`config.mk`:
```
export PLATFORM = sky130hd
export DESIGN_NAME = relu_execution_flat
export DESIGN_NICKNAME = d
export VERILOG_FILES = /design/src/design/npu_pkg.sv /design/src/design/vec_buf_if.sv /design/src/design/relu.sv /design/src/design/relu_execution.sv /design/src/flat_wrapper.sv
export VERILOG_INCLUDE_DIRS = /design/src /design/src/include
export SDC_FILE = /design/constraint.sdc
export NUM_CORES = 1
export LEC_CHECK = 0
export ABC_AREA = 1
export BUFFER_PORTS_ARGS = -buffer_cell sky130_fd_sc_hd__buf_2
export CAP_MARGIN = 30
export CORE_AREA = 2 2 215 217
export CTS_CLUSTER_DIAMETER = 80
export DETAILED_ROUTE_END_ITERATION = 7
export DIE_AREA = 0 0 217 219
export MAX_ROUTING_LAYER = met4
export PLACE_DENSITY = 0.61
export SETUP_SLACK_MARGIN = 0.4
export SYNTH_ARGS = -nofsm -noshare
export SYNTH_HDL_FRONTEND = slang
export SYNTH_SLANG_ARGS = --single-unit
```
`constraint.sdc`:
```
create_clock -name clk -period 15.84 [get_ports clk]
set_input_delay 0 -clock clk [delete_from_list [all_inputs] [get_ports clk]]
set_output_delay 0 -clock clk [all_outputs]
set_load 0.05 [all_outputs]
```
`src/include/npu_defs_defs.svh`:
```
`ifndef NPU_DEFS_DEFS_SVH
`define NPU_DEFS_DEFS_SVH

// Sizing of the vector activation engine

// Bits per signed vector element
`define NPU_DATA_WIDTH 8

// Elements moved per tile transfer
`define NPU_TILE_ELEMS 32

// Flat tile word width
`define NPU_TILE_WIDTH (`NPU_DATA_WIDTH * `NPU_TILE_ELEMS)

// Number of vector buffers, sets the 5-bit buffer id
`define NPU_NUM_BUFFERS 32

// Tiles held per buffer, sets the 5-bit tile index
`define NPU_TILES_PER_BUF 32

// Largest vector a buffer can hold, in elements
`define NPU_MAX_ELEMS (`NPU_TILE_ELEMS * `NPU_TILES_PER_BUF)

`endif

```
`src/design/npu_pkg.sv`:
```
`default_nettype none

`include "npu_defs_defs.svh"

package npu_pkg;

    // One signed vector element
    typedef logic signed [`NPU_DATA_WIDTH-1:0] elem_t;

    // One tile word
    // Memory and host see the flat raw word
    // Activation and masking work on the element view
    typedef union packed {
        logic [`NPU_TILE_WIDTH-1:0]     raw;
        elem_t [`NPU_TILE_ELEMS-1:0]    elems;
    } tile_t;

    // Buffer number
    typedef logic [$clog2(`NPU_NUM_BUFFERS)-1:0] buf_id_t;

    // Tile position inside one buffer
    typedef logic [$clog2(`NPU_TILES_PER_BUF)-1:0] tile_idx_t;

    // Vector length in elements, 0 to 1023
    typedef logic [$clog2(`NPU_MAX_ELEMS)-1:0] vec_len_t;

endpackage

`default_nettype wire

```
`src/design/vec_buf_if.sv`:
```
`timescale 1ns/1ps
`default_nettype none

// Tile transfer bus between the ReLU engine and the vector memory
// Reads answer one cycle after rd_en with a single-cycle rd_valid
// Writes commit on the edge that samples wr_en
interface vec_buf_if (
    input logic clk
);
    import npu_pkg::*;

    // Read request and response
    logic       rd_en;
    buf_id_t    rd_buf;
    tile_idx_t  rd_tile;
    tile_t      rd_data;
    logic       rd_valid;

    // Write strobe and payload
    logic       wr_en;
    buf_id_t    wr_buf;
    tile_idx_t  wr_tile;
    tile_t      wr_data;

    // Execution unit side
    modport engine (
        input  clk,
        output rd_en, rd_buf, rd_tile,
        input  rd_data, rd_valid,
        output wr_en, wr_buf, wr_tile, wr_data
    );

    // Memory side
    modport memory (
        input  clk,
        input  rd_en, rd_buf, rd_tile,
        output rd_data, rd_valid,
        input  wr_en, wr_buf, wr_tile, wr_data
    );

endinterface

`default_nettype wire

```
`src/design/relu.sv`:
```
`timescale 1ns/1ps
`default_nettype none

`include "npu_defs_defs.svh"

// Element-wise max(0, x) over one tile, purely combinational
module relu (
    input  npu_pkg::tile_t in_tile,
    output npu_pkg::tile_t out_tile
);
    import npu_pkg::*;

    always_comb begin
        for (int i = 0; i < `NPU_TILE_ELEMS; i++) begin
            // Sign bit set means negative, clamp to zero
            if (in_tile.elems[i][`NPU_DATA_WIDTH-1]) begin
                out_tile.elems[i] = '0;
            end else begin
                out_tile.elems[i] = in_tile.elems[i];
            end
        end
    end

endmodule

`default_nettype wire

```
`src/design/relu_execution.sv`:
```
`timescale 1ns/1ps
`default_nettype none

`include "npu_defs_defs.svh"

// ReLU tile sequencer
// Reads each tile of the source buffer, clamps it, masks the tail
// beyond length and writes it to the same tile of the destination
module relu_execution (
    input  logic                clk,
    input  logic                rst,
    input  logic                start,
    input  npu_pkg::buf_id_t    x_buffer_id,
    input  npu_pkg::buf_id_t    dest_buffer_id,
    input  npu_pkg::vec_len_t   length,
    output logic                done,
    output logic                busy,
    vec_buf_if.engine           mem
);
    import npu_pkg::*;

    typedef enum logic [1:0] {
        S_IDLE,
        S_TILES,
        S_COMPLETE
    } state_t;

    // Counter wide enough for 32 tiles plus the end value
    localparam int CNT_W = $clog2(`NPU_TILES_PER_BUF) + 1;
    // Element offset wide enough for any in-range position
    localparam int OFF_W = $clog2(`NPU_MAX_ELEMS) + 1;

    state_t             state;
    buf_id_t            src_id;
    buf_id_t            dst_id;
    vec_len_t           len_q;
    logic [CNT_W-1:0]   tile_total;
    logic [CNT_W-1:0]   tile_cnt;
    logic [OFF_W-1:0]   elem_off;

    // Tile count for the start request, rounded up
    logic [OFF_W-1:0]   len_ceil;
    logic [CNT_W-1:0]   start_tiles;

    tile_t              act_tile;
    logic               last_tile;

    // Activation of the tile coming back from memory
    relu relu_unit (
        .in_tile  (mem.rd_data),
        .out_tile (act_tile)
    );

    always_comb begin
        len_ceil = {1'b0, length} + OFF_W'(`NPU_TILE_ELEMS - 1);
        start_tiles = CNT_W'(len_ceil / `NPU_TILE_ELEMS);
        // Zero length still writes one all-zero tile
        if (start_tiles == '0) begin
            start_tiles = CNT_W'(1);
        end
    end

    assign last_tile = (tile_cnt + CNT_W'(1)) >= tile_total;

    // Buffer ids are held for the whole operation
    assign mem.rd_buf  = src_id;
    assign mem.wr_buf  = dst_id;
    // Tile in flight, advanced as each response arrives
    assign mem.rd_tile = tile_idx_t'(tile_cnt);

    // Busy covers the done cycle as well
    assign busy = (state != S_IDLE) || done;

    // Control FSM
    always_ff @(posedge clk or posedge rst) begin
        if (rst) begin
            state       <= S_IDLE;
            done        <= 1'b0;
            mem.rd_en   <= 1'b0;
            mem.wr_en   <= 1'b0;
            mem.wr_tile <= '0;
            src_id      <= '0;
            dst_id      <= '0;
            len_q       <= '0;
            tile_total  <= '0;
            tile_cnt    <= '0;
            elem_off    <= '0;
        end else begin
            // Strobes last one cycle
            done      <= 1'b0;
            mem.rd_en <= 1'b0;
            mem.wr_en <= 1'b0;

            case (state)
                S_IDLE: begin
                    // done still high here, so a start in that cycle is dropped
                    if (start && !busy) begin
                        src_id     <= x_buffer_id;
                        dst_id     <= dest_buffer_id;
                        len_q      <= length;
                        tile_total <= start_tiles;
                        tile_cnt   <= '0;
                        elem_off   <= '0;
                        // Request tile 0 right away
                        mem.rd_en  <= 1'b1;
                        state      <= S_TILES;
                    end
                end

                S_TILES: begin
                    if (mem.rd_valid) begin
                        // Write back at the same tile position
                        mem.wr_en   <= 1'b1;
                        mem.wr_tile <= tile_idx_t'(tile_cnt);
                        tile_cnt    <= tile_cnt + CNT_W'(1);
                        elem_off    <= elem_off + OFF_W'(`NPU_TILE_ELEMS);
                        if (last_tile) begin
                            state <= S_COMPLETE;
                        end else begin
                            mem.rd_en <= 1'b1;
                        end
                    end
                end

                S_COMPLETE: begin
                    // Final write committed on this edge
                    done  <= 1'b1;
                    state <= S_IDLE;
                end

                default: begin
                    state <= S_IDLE;
                end
            endcase
        end
    end

    // Write payload, clamped and masked past length
    always_ff @(posedge clk) begin
        if (state == S_TILES && mem.rd_valid) begin
            for (int i = 0; i < `NPU_TILE_ELEMS; i++) begin
                if ((elem_off + OFF_W'(i)) < {1'b0, len_q}) begin
                    mem.wr_data.elems[i] <= act_tile.elems[i];
                end else begin
                    mem.wr_data.elems[i] <= '0;
                end
            end
        end
    end

endmodule

`default_nettype wire

```
`src/flat_wrapper.sv`:
```
// flat-port wrapper written by rule: the top's interface ports become plain ports
module relu_execution_flat import npu_pkg::*;
  (clk, rst, start, x_buffer_id, dest_buffer_id, length, done, busy, mem_rd_en, mem_rd_buf, mem_rd_tile, mem_rd_data, mem_rd_valid, mem_wr_en, mem_wr_buf, mem_wr_tile, mem_wr_data);
  vec_buf_if mem_i (.clk(clk));
  input  logic clk;
  input  logic rst;
  input  logic start;
  input  npu_pkg::buf_id_t x_buffer_id;
  input  npu_pkg::buf_id_t dest_buffer_id;
  input  npu_pkg::vec_len_t length;
  output logic done;
  output logic busy;
  output wire logic [$bits(mem_i.rd_en)-1:0] mem_rd_en;
  output wire logic [$bits(mem_i.rd_buf)-1:0] mem_rd_buf;
  output wire logic [$bits(mem_i.rd_tile)-1:0] mem_rd_tile;
  input wire logic [$bits(mem_i.rd_data)-1:0] mem_rd_data;
  input wire logic [$bits(mem_i.rd_valid)-1:0] mem_rd_valid;
  output wire logic [$bits(mem_i.wr_en)-1:0] mem_wr_en;
  output wire logic [$bits(mem_i.wr_buf)-1:0] mem_wr_buf;
  output wire logic [$bits(mem_i.wr_tile)-1:0] mem_wr_tile;
  output wire logic [$bits(mem_i.wr_data)-1:0] mem_wr_data;
  assign mem_rd_en = mem_i.rd_en;
  assign mem_rd_buf = mem_i.rd_buf;
  assign mem_rd_tile = mem_i.rd_tile;
  assign mem_i.rd_data = mem_rd_data;
  assign mem_i.rd_valid = mem_rd_valid;
  assign mem_wr_en = mem_i.wr_en;
  assign mem_wr_buf = mem_i.wr_buf;
  assign mem_wr_tile = mem_i.wr_tile;
  assign mem_wr_data = mem_i.wr_data;
  relu_execution u_core (.clk(clk), .rst(rst), .start(start), .x_buffer_id(x_buffer_id), .dest_buffer_id(dest_buffer_id), .length(length), .done(done), .busy(busy), .mem(mem_i));
endmodule
```
==> metrics.cfg <==
[logic_synthesis]
yosysUniqueCellTypes=36
ys_warn_count=0
netlist_area_um2=12000
synthCells=1154
synthArstFlopShare=0.176
synthFlopType=edfxtp_1
ys_seq_elements=272
yosysSeqAreaShare=0.663
synth_edf_count=224
synth.avg_cell_area_um2=10.4

[worst_setup_path]
crit_buf_inv=3
slowest_delay_ps=720
path_max_fanout=23
reg2regPathDepth=7
path_class=reg -> reg
cp.depth=7
path_cells=nor2_1 -> nand3_1 -> inv_1 -> nand3_1 -> dlygate4sd3_1 -> o22ai_1 -> dlygate4sd3_1
crit_family=buffers and inverters
crit_path_top_delay_cell=inv_1
cp_data_required_time_ps=16360
critPathCaptureType=flop
cp-start-kind=flop
arrival_ps=3700

[clock_tree]
clkTransAtPathRegs_ps=70
cts_tree=built
cts_num_sinks=272
cts_buffers=31
clk_path_buf_depth=3
clock_latency_ps=590
cts_setup_buffers=0
htreeDepth=1
cts_root_buf=clkbuf_16

[final_layout]
drive_above_1_share=0.286
area_growth_pct=67.9
multi_input_area_um2=2740
n_fill_cell=4118
utilization=0.445
final-seq-area_um2=7930
final_nets=2381

[worst_hold_path]
hold_path_depth=3
min_path_type=in -> reg

[timing]
slew_violations=0
clock.fmax_mhz=314
hold_viol_final=1
hold-worst-slack_ps=-2.58
setup_violations=0
finalSetupTns_ps=0
finClkSkew_ps=23.8
min_period_over_period=0.201
worstMarginPinSlew_ps=847
rsz0062_at_grt=no
slew_headroom=0.435
min_period_ps=3180

[pwr]
ir_drop_mv=0.121
power_density_nw_per_um2=193
power.leakage_nw=10.1

[outcome]
violations=hold timing
status=finished, violations left

[grt]
overflow=0
antenna_found_initial=6
grt_pass1_wl_mm=67.6
grtUsageTotal=0.193
grt_pass1_vias=11954
grt_max_degree=87

[place]
routabilityCongestion=0.909
dpl.hpwl_mm=32.6
port-buffer-count=527

[flow_run]
cap_violations=0

[die]
coreArea_um2=45100
start_util=0.265
ioPinCount=560
fp.dieH_um=219
die_area_um2=47500
rows=78
dieWidth_um=217

[route]
vias_per_cell=4.25
vias=11506
post_drt_wl_per_cell_um=17.6
drt_wl_total_mm=47.5
remaining_drc_errors=0
firstDrtPassIters=5
drt-initial-drc-count=915
final_antenna_net_count=0

[registers in the layout, indices dropped and copies added, names as in the netlist, 5 cells and up]
name	flops
u_core.tile_total	6
u_core.mem.wr_tile	5
u_core.mem.wr_buf	5
u_core.tile_cnt	6
u_core.elem_off	6
u_core.mem.wr_data	224
u_core.len_q	10
u_core.mem.rd_buf	5
[cells in the final DEF (no fill, tap or decap), drive strengths merged, types with 4 or more instances in the layout]
cell / count
diode: 4
nor3: 9
ha: 25
dfrtp: 48
o211ai: 6
inv: 288
clkbuf: 33
edfxtp: 224
nor3b: 14
conb: 32
bufinv: 5
clkinv: 15
xor2: 4
nor4: 7
dlygate4sd3: 376
nand3: 19
buf: 534
nand3b: 10
nand2: 129
o21ai: 35
nor2: 251
a21oi: 18
[worst paths after layout]
path	start	slack (ps)	endpoint
setup / recovery	u_core.state[1]$_DFFE_PP0P_	12660	u_core.tile_total[5]$_DFFE_PP0P_
hold / removal	mem_rd_data[191]	-3	u_core.mem.wr_data[188]$_SDFFCE_PP0P_
setup reg to reg	u_core.state[1]$_DFFE_PP0P_	12660	u_core.tile_total[5]$_DFFE_PP0P_
hold reg to reg	u_core.state[0]$_DFFE_PP0P_	470	u_core.done$_DFF_PP0_
max in group asynchronous	rst	14800	u_core.len_q[5]$_DFFE_PP0P_
min in group asynchronous	rst	520	u_core.mem.wr_tile[0]$_DFFE_PP0P_
[layer usage]
metal	routed length (um)	vias to the layer above	share of wire	track usage
met1	17800	5434	0.37	0.203
met5	0	-	0	-
li1	-	5398	-	-
met4	2330	0	0.049	0.0877
met3	3070	139	0.065	0.0389
met2	24300	535	0.51	0.347
[worst reg2reg max path, stage by stage, from the launching register on]
cell and delay (ps):
dfrtp_1 400, nor2_1 200, nand3_1 390, inv_1 730, nand3_1 130, dlygate4sd3_1 590, o22ai_1 110, dlygate4sd3_1 570
[logic make-up (layout without fill, tap and decap cells)]
| logic type | after synthesis | count (layout) | synth area share |
|---|---|---|---|
| AND/OR/NAND/NOR | 444 | 444 | 0.156 |
| flip-flops | 272 | 272 | 0.663 |
| adder cells (fa/ha/maj) | 25 | 25 | 0.0262 |
| buffers and inverters | 338 | 1254 | 0.118 |
| AO/OA/AOI/OAI | 69 | 69 | 0.0334 |
| other | 1 | 36 | 0.000314 |
| XOR/XNOR | 5 | 5 | 0.00366 |
[through the flow]
step           hold slack (ps)  power (mW)  instances  area (um^2)  setup slack, ps
2_1_floorplan              110        2.46       1185        12100            10170
3_3_place_gp               192        2.88       2264        15200            12900
3_5_place_dp              3.61        2.91       2266        15200            12880
4_1_cts                  0.518        3.86       2700        20000            12640
5_1_grt                   27.0        4.05       2705        20100            12410
6_report                 -2.58        3.87       2705        20100            12660
[report_power, final]
group	switching, mW	internal (mW)
logic	1.41	0.482
registers	0.105	1.11
clock network	0.316	0.445
total	1.83	2.04
[synthesized netlist by cell type (4+ instances only)]
master    instances  area, um^2
clkbuf_1         14        52.6
o21ai_0          28         140
o21ai_1           4        20.0
buf_4            37         278
inv_1           286        1070
edfxtp_1        224        6730
ha_1             25         313
nor3b_1          14         105
nand2_1         129         484
dfrtp_1          48        1200
o211ai_1          5        37.5
nand3b_1         10        75.1
nor4_1            7        43.8
nand3_1          18        90.1
nor2_1          249         935
xor2_1            4        35.0
a21oi_1          18        90.1
nor3_1            7        35.0
[what timing repair did]
| item | 4_1_cts | 5_1_grt |
|---|---|---|
| hold buffers | 376 | 0 |
| gates resized for setup | 0 | 0 |
| hold endpoints to repair | 300 | 0 |
[final cells by class]
| type | count | area share |
|---|---|---|
| Multi-Input combinational cell | 575 | 0.136 |
| Clock inverter | 25 | 0.0149 |
| Tap cell | 600 | 0.0374 |
| Clock buffer | 33 | 0.0390 |
| Timing Repair Buffer | 910 | 0.323 |
| Antenna cell | 4 | 0.000499 |
| Inverter | 286 | 0.0538 |
| Sequential cell | 272 | 0.395 |
No activity file was read; power rests on OpenSTA's default activity.
